$ cat src/design/sprite_consts.svh
`ifndef SPRITE_CONSTS_SVH
`define SPRITE_CONSTS_SVH

// Entries in the object table
`define OBJ_COUNT 32

// Sprites are square, this many pixels on each side
`define OBJ_ROWS 16

// Graphics ROM word address width
`define ROM_AW 13

// Visible pixels per line and depth of each line buffer half
`define LINE_W 256

`endif

$ cat src/design/sprite_pkg.sv
package sprite_pkg;

    // CPU access to object RAM, addr[6] picks the bank
    typedef struct packed {
        logic [6:0] addr;
        logic [7:0] wdata;
        logic       we;
    } cpu_bus_t;

    // Decoded table entry
    typedef struct packed {
        logic [7:0] attr;
        logic [7:0] ypos;
        logic [7:0] xpos;
        logic [7:0] code;
    } obj_entry_t;

    // Request from scanner to drawer
    typedef struct packed {
        logic [7:0] code;
        logic [3:0] row;
        logic [7:0] xpos;
        logic [3:0] pal;
        logic       hflip;
    } draw_req_t;

    typedef logic [3:0] color_t;

    typedef struct packed {
        logic       we;
        logic [7:0] addr;
        color_t     color;
    } buf_wr_t;

    typedef enum logic [1:0] {SCAN_IDLE, SCAN_EVEN, SCAN_ODD, SCAN_WAIT} scan_state_t;
    typedef enum logic [1:0] {DRAW_IDLE, DRAW_FETCH, DRAW_SHIFT} draw_state_t;

endpackage

$ cat src/design/obj_scan.sv
`include "sprite_consts.svh"

module obj_scan import sprite_pkg::*; (
    input  logic       clk,
    input  logic       rst,
    input  logic       hinit,
    input  logic [7:0] vrender,
    output logic [5:0] scan_addr,
    input  logic [7:0] bank0_q,
    input  logic [7:0] bank1_q,
    input  logic       dr_busy,
    output logic       dr_start,
    output draw_req_t  req
);

    scan_state_t state;
    logic [4:0]  idx;
    logic [7:0]  attr_q;
    logic [7:0]  xpos_q;
    obj_entry_t  cur;
    logic [7:0]  ydiff;
    logic        inzone;
    logic        last;
    logic        issue;

    // Odd byte is addressed one cycle ahead of its use and held in SCAN_ODD
    assign scan_addr = {idx, state == SCAN_EVEN || state == SCAN_ODD};

    assign cur    = '{attr: attr_q, ypos: ~bank0_q, xpos: xpos_q, code: bank1_q};
    assign ydiff  = vrender - cur.ypos;
    // Wraps in 8 bits, so y near 255 still covers lines 0..
    assign inzone = ydiff < 8'(`OBJ_ROWS);
    assign last   = idx == 5'(`OBJ_COUNT - 1);
    assign issue  = state == SCAN_ODD && !(inzone && dr_busy);

    always_ff @(posedge clk or posedge rst) begin
        if (rst) begin
            state    <= SCAN_IDLE;
            idx      <= '0;
            dr_start <= 1'b0;
        end else begin
            dr_start <= 1'b0;
            if (hinit) begin
                idx   <= '0;
                state <= SCAN_WAIT;
            end else begin
                case (state)
                    SCAN_WAIT: state <= SCAN_EVEN;
                    SCAN_EVEN: state <= SCAN_ODD;
                    SCAN_ODD: begin
                        // Hold the entry until the drawer is free
                        if (issue) begin
                            dr_start <= inzone;
                            idx      <= idx + 5'd1;
                            state    <= last ? SCAN_IDLE : SCAN_WAIT;
                        end
                    end
                    default: state <= SCAN_IDLE;
                endcase
            end
        end
    end

    always_ff @(posedge clk) begin
        if (state == SCAN_EVEN) begin
            attr_q <= bank0_q;
            xpos_q <= bank1_q;
        end
        if (issue && inzone) begin
            req.code  <= cur.code;
            req.row   <= ydiff[3:0] ^ {4{cur.attr[7]}};
            req.xpos  <= cur.xpos;
            req.pal   <= cur.attr[3:0];
            req.hflip <= cur.attr[6];
        end
    end

    // Drawer takes one sprite at a time
    a_start_idle: assert property (@(posedge clk) disable iff (rst)
        !(dr_start && dr_busy));

endmodule

$ cat config.mk
export PLATFORM = sky130hd
export DESIGN_NAME = obj_scan
export DESIGN_NICKNAME = d
export VERILOG_FILES = /design/src/design/sprite_pkg.sv /design/src/design/obj_scan.sv
export VERILOG_INCLUDE_DIRS = /design/src /design/src/design
export SDC_FILE = /design/constraint.sdc
export NUM_CORES = 1
export LEC_CHECK = 0
export BUFFER_PORTS_ARGS = -buffer_cell sky130_fd_sc_hd__buf_2
export CAP_MARGIN = 10
export CELL_PAD_IN_SITES_DETAIL_PLACEMENT = 2
export CELL_PAD_IN_SITES_GLOBAL_PLACEMENT = 2
export CORE_AREA = 2 2 77 79
export DETAILED_ROUTE_END_ITERATION = 12
export DIE_AREA = 0 0 79 81
export GPL_ROUTABILITY_DRIVEN = 0
export PLACE_DENSITY_LB_ADDON = 0.2
export SYNTH_ARGS = -nofsm -noshare
export SYNTH_HDL_FRONTEND = slang
export SYNTH_SLANG_ARGS = --single-unit
$ cat constraint.sdc
create_clock -name clk -period 7.6 [get_ports clk]
set_input_delay 1.14 -clock clk [delete_from_list [all_inputs] [get_ports clk]]
set_output_delay 1.14 -clock clk [all_outputs]
set_load 0.05 [all_outputs]
# Word level (Yosys, flattened, before mapping)
# Cells that the tools add are included.
# op_classes
n_bitwise	2
n_mux	10
addsub	2
n_reduce_logical	8
n_lt_le_gt_ge	1
eq_ne	5
# ops
op	n
two-way mux 5 bit	3
< comparator 8 x 5 -> 1 bit, second input constant	1
NOT 8 bit	1
subtractor 8 bit	1
two-way mux 2 bit	3
one-hot mux 2 bit (3 select lines)	1
adder 5 x 1 -> 5 bit, second input constant	1
== test 5 bit, second input constant	1
== test 2 bit, second input constant	2
nonzero test 2 bit	2
bitwise XOR 4 bit	1
logical AND 1 bit	3
two-way mux 1 bit	3
inequality test 3 bit, second input constant	1
== test 2 x 1 -> 1 bit, second input constant	1
AND reduction 2 bit	1
zero test 1 bit	1
logical OR 1 bit	1
# totals
register_bits	49
out_inout_bits	32
input_bits	28

# Depth between registers and ports, before layout
# Gate-level depths: netlist of the first run.
# logic_depth
ltp_word	9
mapped_depth	11
mapped_depth_nobuf	11

# Least setup slack after synthesis of the first run
# No wires, ideal clock.
# synth_path
kind	in2reg
start	in vrender[3]
end	reg req[0] (netlist name), enable pin
t_arrival_ns	4.182
slack_ns	2.980
path_stages	6
t_required_ns	7.162
path_cell_list	ha_1 > or4_4 > o22ai_2 > xnor2_1 > nand4b_1 > nor3_1
# synth_between
elab_chain_len	6
# synth_rtl
item	line	rtl
start, declared	obj_scan.sv:7	input logic [7:0] vrender,
subtractor 8 bit *	obj_scan.sv:30	assign ydiff = vrender - cur.ypos;
< comparator 8 x 5 -> 1 bit *	obj_scan.sv:32	assign inzone = ydiff < 8'(`OBJ_ROWS);
logical AND 1 bit	obj_scan.sv:34	assign issue = state == SCAN_ODD && !(inzone && dr_busy);
zero test 1 bit	obj_scan.sv:34	
logical AND 1 bit	obj_scan.sv:34	
logical AND 1 bit *	obj_scan.sv:69	if (issue && inzone) begin
end, declared	obj_scan.sv:13	output draw_req_t req
# Mark *: on every way between the ends. The rest lies on a longest branch, timed or not.
# A chain may end at the register's enable or synchronous reset.

# Worst setup path in the final report of the first run
# layout_path
start	in bank0_q[2]
end	reg req[0] (netlist name), enable pin
# layout_between
elab_chain_len	7
# layout_rtl
item	line	rtl
start, declared	obj_scan.sv:9	input logic [7:0] bank0_q,
NOT 8 bit *	obj_scan.sv:29	assign cur = '{attr: attr_q, ypos: ~bank0_q, xpos: xpos_q, code: bank1_q};
subtractor 8 bit *	obj_scan.sv:30	
< comparator 8 x 5 -> 1 bit *	obj_scan.sv:32	
logical AND 1 bit	obj_scan.sv:34	
zero test 1 bit	obj_scan.sv:34	
logical AND 1 bit	obj_scan.sv:34	
logical AND 1 bit *	obj_scan.sv:69	
# Marks and branches as above.

==> results.ini, run 1 <==
[clock_tree]
post_cts_resized = 0
cts_root_buffer = clkbuf_8
clock_sinks = 47
cts.clk_slew.worst_paths_ns = 0.08
postCtsSetupRepairBufs = 0
cts_tree = built
cts_hold_buf = 0
cts_buffers = 5
htree_levels = 2
clockBufferDepth = 2
clk_latency_ns = 0.29

[floorplan]
die_w_microns = 79
fp.dieH_microns = 81
core_area_sq_mm = 0.00568
ios = 60
start_util = 0.357
rows = 28
dieArea_sq_mm = 0.00640

[global_route]
grt_pass1_wl_mm = 6.96
grt-ovfl-total = 0
grtUsageTotal = 0.146
grt_max_degree = 26
grt_pass1_vias = 1405
antenna_found_initial = 0

[synth]
ys_seq_elements = 47
yosys.area.top_type = edfxtp_1
yosysUniqueCellTypes = 31
synth_area_leaders = edfxtp_1 58%, dfrtp_1 9.9%, ha_1 8.7%
synth_area_sq_mm = 0.00202
syn_area_per_cell_sq_um = 15.6
yosysWarnings = 0
ys_seq_area_frac = 0.677
synth_ff_type = edfxtp_1
syn_inst = 130
synth_edf_count = 39
async_flop_share = 0.170
synth_nets = 173
synth_top_area_frac = 0.578

[sta]
slew_violations = 0
whs_ns = 0.428
finalHoldViolCount = 0
max_freq_mhz = 301
final.min_clock_period_ns = 3.33
maxSlewHeadroom = 0.527
rsz0062_at_grt = no
fin_setup_tns_ns = 0
fin_crit_sh = 0.438
setup_viol = 0
worst_pin_slew_ns = 0.710
skew_ns = 0.00769

[setup_path]
endpoint_kind = flip-flop
start_kind = input port
worstSetupPathType = input port to flip-flop
required_ns = 7.57
critPathMaxFanout = 25
worstPathArrival_ns = 3.30

[route]
dr.pass1.iters = 4
ant_nets = 0
wl_mm = 4.45
wire_per_inst_microns = 16.3
drtIter0Drc = 65
vias_per_cell = 4.72
vias = 1288
drc = 0

[finish]
drive_above_1_share = 0.374
antenna_cells = 0
nNetsFinal = 240
areaGrowthSynthToFinish_pct = 24.0

[flow_run]
cap_violations = 0

[worst_hold_path]
hp-class = flip-flop to flip-flop

[pwr]
peakVddDrop_mv = 0.0711
p_leak_nw = 1.05
p_per_area_mw_per_mm2 = 219

[run_status]
run_status = finished clean

[place]
portBuffers = 59
dpl.hpwl_mm = 3.63

-- power breakdown --
part	internal, mW	switching, mW
sequential	0.300	0.00889
clock	0.0625	0.0791
combinational	0.0348	0.0644
total	0.398	0.152
-- kinds of logic after synthesis --
| group | synth area share |
|---|---|
| XOR/XNOR | 0.0476 |
| adder cells (fa/ha/maj) | 0.0964 |
| buffers and inverters | 0.0185 |
| AND/OR/NAND/NOR | 0.0606 |
| flip-flops | 0.677 |
| multiplexers | 0.00989 |
| AO/OA/AOI/OAI | 0.0896 |
-- per-layer routing --
metal	vias to the layer above	global-route usage	share of wire
met1	626	0.163	0.38
met5	-	0	0
li1	611	-	-
met2	45	0.271	0.55
met4	0	0.0569	0.016
met3	6	0.0311	0.052
-- sequential cells by signal, summed over array words and instances, names as in the netlist --
name and cells:
idx 5, req 25, xpos_q 8, dr_start 1
state 2, attr_q 6
-- worst max-delay path, cell delays in order --
cell	delay [ns]
buf_2	0.11
ha_1	0.35
o21ai_1	0.08
a21oi_1	0.30
o22ai_2	0.16
xnor2_1	0.46
nand4b_1	0.21
nor3_2	0.14
buf_4	0.33
-- metrics by stage --
stage	power [mW]	instance area (sq um)	utilization	worst slack, ns	instances
2_1_floorplan	0.384	2020	-	2.98	130
3_3_place_gp	0.408	2430	0.427	4.07	265
3_5_place_dp	0.417	2430	0.427	3.94	265
4_1_cts	0.559	2510	0.442	4.25	273
5_1_grt	0.575	2510	0.442	4.08	273
6_report	0.550	2510	0.442	4.27	273
-- cells in the mapped netlist (2+ instances only) --
cell,instances
nand2_1,6
nor3_1,2
a21oi_1,8
xor2_1,3
and3_1,2
dfrtp_1,8
o21a_1,2
xnor2_1,8
nand2b_1,2
ha_1,14
inv_1,10
edfxtp_1,39
mux2i_1,2
nor2_1,7
-- layout by cell type, fill, tap and decap left out, types with 2 or more instances in the layout --
master	Yosys	routed
buf_2	0	59
edfxtp_1	39	39
ha_1	14	14
inv_1	10	10
a21oi_1	8	8
xnor2_1	8	8
dfrtp_1	8	8
nor2_1	7	7
nand2_1	6	6
clkbuf_8	0	5
xor2_1	3	3
nand2b_1	2	2
o21a_1	2	2
and3_1	2	2
mux2i_1	2	2
clkinv_1	0	2
-- final timing paths --
kind,from,end,slack [ns],depth (start not counted)
max,bank0_q[2],req[0]$_DFFE_PP_,4.27,9
min,xpos_q[6]$_DFFE_PN_,req[11]$_DFFE_PP_,0.43,0
max reg2reg,state[0]$_DFFE_PP0P_,req[0]$_DFFE_PP_,5.88,5
min reg2reg,xpos_q[6]$_DFFE_PN_,req[11]$_DFFE_PP_,0.43,0
max in group asynchronous,rst,dr_start$_DFF_PP0_,6.55,2
min in group asynchronous,rst,idx[3]$_DFFE_PP0P_,0.80,2
-- cell type report --
cell class,instances,area (sq um)
Clock buffer,5,68.8
Clock inverter,3,15.0
Fill cell,610,3170
Inverter,10,37.5
Multi-Input combinational cell,73,621
Sequential cell,47,1370
Tap cell,75,93.8
Timing Repair Buffer,60,303
(Power assumes the default switching activity.)
==> inputs of run 2 (changes only) <==
--- a/config.mk
+++ b/config.mk
@@ -10,9 +10,9 @@
 export CAP_MARGIN = 10
 export CELL_PAD_IN_SITES_DETAIL_PLACEMENT = 2
 export CELL_PAD_IN_SITES_GLOBAL_PLACEMENT = 2
-export CORE_AREA = 2 2 77 79
+export CORE_AREA = 2 2 81 83
 export DETAILED_ROUTE_END_ITERATION = 12
-export DIE_AREA = 0 0 79 81
+export DIE_AREA = 0 0 83 85
 export GPL_ROUTABILITY_DRIVEN = 0
 export PLACE_DENSITY_LB_ADDON = 0.2
 export SYNTH_ARGS = -nofsm -noshare
==> constraint.sdc (replaced) <==
create_clock -name clk -period 3.2 [get_ports clk]
set_input_delay 0.48 -clock clk [delete_from_list [all_inputs] [get_ports clk]]
set_output_delay 0.48 -clock clk [all_outputs]
set_load 0.05 [all_outputs]
==> results.ini, run 2 (synthesis gave the netlist of run 1 again) <==
[pwr]
pwr-share-comb = 0.169  ; -0.011
p_leak_nw = 1.07  ; +2.4%
clkPwrFrac = 0.307  ; +0.050
p_int_mw = 1.03  ; +160%
p_per_area_mw_per_mm2 = 551  ; +150%
net-switching-power_mw = 0.374  ; +150%
peakVddDrop_mv = 0.196  ; +180%
power.share.switching = 0.266  ; -0.0107
power_frac_seq = 0.524  ; -0.038

[flow_run]
cap_violations = 0  ; unchanged

[route]
drc = 0  ; unchanged
dr.pass1.iters = 3  ; -1
wire_per_inst_microns = 16.3  ; about the same
ant_nets = 0  ; unchanged
vias = 1283  ; -0.39%
wl_mm = 4.49  ; +0.83%
drtIter0Drc = 33  ; -49%
vias_per_cell = 4.67  ; -1.1%

[sta]
whs_ns = 0.113  ; -0.315 ns
setup_viol = 0  ; unchanged
fin_crit_sh = 0.822
slew_violations = 0  ; unchanged
fin_setup_tns_ns = 0  ; unchanged
worst_pin_slew_ns = 0.732  ; +0.0224 ns
final.min_clock_period_ns = 2.63
finalHoldViolCount = 0  ; unchanged
skew_ns = 0.0106  ; +0.00291 ns
maxSlewHeadroom = 0.512  ; -0.0149
rsz0062_at_grt = no
max_freq_mhz = 380

[setup_path]
worstSetupPathType = input port to flip-flop
worstPathArrival_ns = 2.60  ; -0.70 ns
path_cells = buf_2, ha_1, o21ai_1, a21oi_1, o22ai_2, xnor2_1, nand4b_1, nor3_4, buf_4
required_ns = 3.17  ; -4.40 ns
critPathMaxFanout = 25  ; unchanged
start_kind = input port
slowest_stage = xnor2_1
endpoint_kind = flip-flop
cpPeakStageDelay_ns = 0.44  ; -0.02 ns

[finish]
top_register = req
layout_common_cells = 59 x buf_2, 39 x edfxtp_1, 14 x ha_1
antenna_cells = 0  ; unchanged
reg_top3 = req (25), xpos_q (8), attr_q (6)
nNetsFinal = 240  ; unchanged
largest_reg_flops = 25  ; unchanged
drive_above_1_share = 0.384  ; +0.0101
layout_commonest_cell = buf_2
areaGrowthSynthToFinish_pct = 25.8

[clock_tree]
cts_tree = built
clk_latency_ns = 0.30  ; about the same
clockBufferDepth = 2  ; unchanged
htree_levels = 2  ; unchanged
postCtsSetupRepairBufs = 0  ; unchanged
cts_buffers = 5  ; unchanged
cts_root_buffer = clkbuf_8
cts.clk_slew.worst_paths_ns = 0.09  ; about the same
post_cts_resized = 0  ; unchanged
cts_hold_buf = 0  ; unchanged
clock_sinks = 47  ; unchanged

[floorplan]
start_util = 0.326  ; -0.0304
core_area_sq_mm = 0.00620  ; +9.3%
ios = 60  ; unchanged
fp.dieH_microns = 85  ; +4.9%
die_w_microns = 83  ; +5.1%
rows = 29  ; +3.6%
dieArea_sq_mm = 0.00706  ; +10%

[global_route]
antenna_found_initial = 0  ; unchanged
grt_pass1_wl_mm = 7.49  ; +7.6%
grtUsageTotal = 0.137  ; -0.00834
grt_max_degree = 26  ; unchanged
grt-ovfl-total = 0  ; unchanged
grt_pass1_vias = 1447  ; +3.0%

[run_status]
run_status = finished clean

[place]
dpl.hpwl_mm = 3.63  ; -0.13%
portBuffers = 59  ; unchanged

[worst_hold_path]
hp-class = input port to asynchronous set/reset pin

## run 2: cell count changes in the layout (fill, tap and decap cells not counted)
cell        previous run  this run
clkinv_1               2         0
bufinv_16              0         1
clkinv_2               0         1
clkinv_4               0         1
clkinvlp_4             1         0
nor3_2                 1         0
nor3_4                 0         1
## run 2: cell type report
type / count / area, sq um
timing repair buffer: 60 / 303
multi-input combinational: 73 / 627
inverter: 10 / 37.5
clock inverter: 3 / 43.8
clock buffer: 5 / 68.8
sequential: 47 / 1370
fill: 629 / 3660
tap: 77 / 96.3
## run 2: power groups by stage
stage	Combinational (mW)	Sequential, mW	Clock [mW]
2_1_floorplan	0.154	0.761	0
3_5_place_dp	0.241	0.751	0
5_1_grt	0.265	0.741	0.479
4_1_cts	0.243	0.737	0.443
6_report	0.237	0.735	0.430
3_3_place_gp	0.229	0.745	0
## run 2: per-stage QoR
stage	setup WS, ns	cells	cell area, sq um	total power, mW	util
final	0.568	275	2550	1.40	0.411
after global routing	0.371	275	2550	1.49	0.411
after CTS	0.538	275	2550	1.42	0.411
after detailed placement	0.252	267	2430	0.992	0.392
after global placement	0.400	267	2430	0.974	0.392
after floorplan	0.316	130	2040	0.915	-
## run 2: worst max-delay path, delay by kind of cell
family / cells / cell delay, ns
compound gates: 3 / 0.45
xor+xnor: 1 / 0.44
fa+ha+maj: 1 / 0.34
buf+inv: 2 / 0.44
simple gates: 2 / 0.43
## run 2: worst paths after layout
path,slack (ns),startpoint,depth (start not counted),to
max in group asynchronous,2.85,rst,2,idx[1]$_DFFE_PP0P_
worst max register to register,1.43,state[0]$_DFFE_PP0P_,5,req[12]$_DFFE_PP_
worst min-delay path,0.11,rst,2,idx[2]$_DFFE_PP0P_
worst min register to register,0.42,xpos_q[0]$_DFFE_PN_,0,req[5]$_DFFE_PP_
min in group clk,0.37,bank1_q[1],1,xpos_q[1]$_DFFE_PN_
worst max-delay path,0.57,bank0_q[2],9,req[12]$_DFFE_PP_
## run 2: layer usage
| layer | track usage | up-vias | part of all wire |
|---|---|---|---|
| li1 | - | 614 | - |
| met1 | 0.159 | 621 | 0.40 |
| met2 | 0.248 | 42 | 0.54 |
| met3 | 0.0331 | 6 | 0.047 |
| met4 | 0.0492 | 0 | 0.015 |
| met5 | 0 | - | 0 |
==> inputs of run 3 (changes only) <==
--- a/config.mk
+++ b/config.mk
@@ -10,9 +10,9 @@
 export CAP_MARGIN = 10
 export CELL_PAD_IN_SITES_DETAIL_PLACEMENT = 2
 export CELL_PAD_IN_SITES_GLOBAL_PLACEMENT = 2
-export CORE_AREA = 2 2 81 83
+export CORE_AREA = 2 2 84 86
 export DETAILED_ROUTE_END_ITERATION = 12
-export DIE_AREA = 0 0 83 85
+export DIE_AREA = 0 0 86 88
 export GPL_ROUTABILITY_DRIVEN = 0
 export PLACE_DENSITY_LB_ADDON = 0.2
 export SYNTH_ARGS = -nofsm -noshare
==> constraint.sdc (replaced) <==
create_clock -name clk -period 2.4 [get_ports clk]
set_input_delay 0.36 -clock clk [delete_from_list [all_inputs] [get_ports clk]]
set_output_delay 0.36 -clock clk [all_outputs]
set_load 0.05 [all_outputs]
==> results.ini, run 3 (synthesis gave the netlist of run 1 again) <==
[pwr]
net-switching-power_mw = 0.512  ; +37%
pwr-share-comb = 0.194  ; +0.025
power_frac_seq = 0.512  ; -0.012
total_power_mw = 1.92  ; +37%
peakVddDrop_mv = 0.240  ; +23%
power.share.switching = 0.267  ; +0.000782
clkPwrFrac = 0.294  ; -0.013
p_leak_nw = 1.16  ; +7.7%
p_int_mw = 1.40  ; +36%
p_per_area_mw_per_mm2 = 702  ; +28%

[finish]
areaGrowthSynthToFinish_pct = 34.7
final_area_sq_mm = 0.00273  ; +7.1%
drive_above_1_share = 0.455  ; +0.0716
antenna_cells = 0  ; unchanged
fillCellCount = 700  ; +11%
largest_reg_flops = 25  ; unchanged
layout_common_cells = 59 x buf_2, 39 x edfxtp_1, 15 x buf_4
reg_top3 = req (25), xpos_q (8), attr_q (6)
regArea_sq_mm = 0.00137  ; unchanged
layout_commonest_cell = buf_2
nNetsFinal = 255  ; +6.3%
top_register = req
instances_no_fill = 293  ; +6.5%
final_util = 0.411  ; about the same
multiInputGateArea_sq_um = 683  ; +9.0%

[floorplan]
die_w_microns = 86  ; +3.6%
rows = 30  ; +3.4%
core_area_sq_mm = 0.00664  ; +7.1%
fp.dieH_microns = 88  ; +3.5%
ios = 60  ; unchanged
dieArea_sq_mm = 0.00757  ; +7.3%
start_util = 0.305  ; -0.0216

[sta]
rsz0062_at_grt = no
worst_pin_slew_ns = 0.729  ; -0.00331 ns
maxSlewHeadroom = 0.514  ; +0.00221
finalHoldViolCount = 0  ; unchanged
setup_viol = 0  ; unchanged
whs_ns = 0.0138  ; -0.0991 ns
slew_violations = 0  ; unchanged
skew_ns = 0.00506  ; -0.00555 ns
final.min_clock_period_ns = 2.28
fin_crit_sh = 0.951
max_freq_mhz = 438

[global_route]
use_met1 = 0.162  ; +0.00257
grt_util_met3 = 0.0226  ; -0.0105
grt_pass1_vias = 1553  ; +7.3%
grt-busiest-layer = met2
grt_max_degree = 26  ; unchanged
grt-ovfl-total = 0  ; unchanged
globalRouteMet2Util = 0.255  ; +0.00731
antenna_found_initial = 0  ; unchanged
grtUsageTotal = 0.138  ; +0.000518
grt_pass1_wl_mm = 7.91  ; +5.6%

[worst_hold_path]
hp-class = input port to asynchronous set/reset pin

[route]
drtIter0Drc = 30  ; -9.1%
dr.pass1.iters = 4  ; +1
wire_per_inst_microns = 17.0  ; +4.1%
ant_nets = 0  ; unchanged
wl_mm = 4.97  ; +11%
drc = 0  ; unchanged
vias_per_cell = 4.63  ; -0.66%
vias = 1358  ; +5.8%

[clock_tree]
postCtsSetupRepairBufs = 0  ; unchanged
post_cts_resized = 0  ; unchanged
cts_tree = built
clk_latency_ns = 0.29  ; about the same
clockBufferDepth = 2  ; unchanged
cts.clk_slew.worst_paths_ns = 0.08  ; about the same
clock_sinks = 47  ; unchanged
cts_buffers = 5  ; unchanged
cts_root_buffer = clkbuf_8
htree_levels = 2  ; unchanged
cts_hold_buf = 0  ; unchanged

[setup_path]
r2r_slack_ns = 0.76  ; -0.67 ns
cpMostUsedCell = inv_1
slowest_stage = fa_2
worstSetupPathType = input port to flip-flop
critPathMaxFanout = 25  ; unchanged
required_ns = 2.40  ; -0.77 ns
reg2reg_from = state[0]$_DFFE_PP0P_
path_cells = buf_2, inv_1, ha_1, inv_1, fa_2, a21o_1, a21oi_2, xnor2_2, nand4b_1, nor3_4, buf_12
endpoint_kind = flip-flop
reg2reg_to = req[9]$_DFFE_PP_
start_kind = input port
worstPathArrival_ns = 2.28  ; -0.32 ns
reg2reg_depth = 5  ; unchanged
cpPeakStageDelay_ns = 0.34  ; -0.10 ns

[place]
placed_cells = 285  ; +6.7%
dpl.hpwl_mm = 3.98  ; +9.7%
dpl-instance-area_sq_mm = 0.00262  ; +7.6%
portBuffers = 59  ; unchanged

[run_status]
run_status = finished clean

[flow_run]
cap_violations = 0  ; unchanged

==> run 3: changes by cell type in the layout (fill, tap and decap cells not counted), sizes merged <==
cell  previous run  this run
buf             60        75
==> run 3: per-layer routing <==
| layer | vias to the layer above | share of wire | routed length (microns) |
|---|---|---|---|
| li1 | 640 | - | - |
| met1 | 665 | 0.41 | 2060 |
| met2 | 46 | 0.52 | 2590 |
| met3 | 7 | 0.049 | 244 |
| met4 | 0 | 0.017 | 84 |
| met5 | - | 0 | 0 |
==> run 3: area by class of cell <==
cell class              count  share of cell area
well taps                  80              0.0367
flip-flops and latches     47               0.503
clock buffers               5              0.0252
repair buffers             75               0.157
inverters                  10              0.0138
multi-input cells          73               0.250
clock inverters             3              0.0142
==> run 3: stage by stage <==
| stage | setup TNS [ns] | worst slack, ns |
|---|---|---|
| after CTS | 0 | 0.0539 |
| after global placement | -2.49 | -0.0950 |
| after floorplan | -8.06 | -0.323 |
| after detailed placement | -6.04 | -0.205 |
| final | 0 | 0.119 |
| after global routing | 0 | 0.00813 |
==> run 3: critical path, delay by kind of cell <==
family	cells	cell delay (ns)
compound gates	2	0.34
fa+ha+maj	2	0.50
buf+inv	4	0.44
simple gates	2	0.50
xor+xnor	1	0.12
==> run 3: worst max path at each step <==
stage | start | cells after the start | slack, ns | end
global placement | bank0_q[0] | 11 | -0.09 | req[23]$_DFFE_PP_
detailed placement | bank0_q[0] | 11 | -0.20 | req[23]$_DFFE_PP_
finish | bank0_q[0] | 11 | 0.12 | req[9]$_DFFE_PP_
global route | bank0_q[0] | 11 | 0.008 | req[22]$_DFFE_PP_
floorplan | vrender[6] | 6 | -0.32 | req[0]$_DFFE_PP_
CTS | bank0_q[0] | 12 | 0.05 | state[1]$_DFFE_PP0P_
==> run 3: power groups by stage <==
| stage | clock network [mW] | registers [mW] | logic (mW) |
|---|---|---|---|
| 6_report | 0.563 | 0.981 | 0.372 |
| 4_1_cts | 0.575 | 0.982 | 0.382 |
| 2_1_floorplan | 0 | 1.02 | 0.223 |
| 5_1_grt | 0.609 | 0.986 | 0.407 |
| 3_3_place_gp | 0 | 0.991 | 0.353 |
| 3_5_place_dp | 0 | 0.999 | 0.379 |
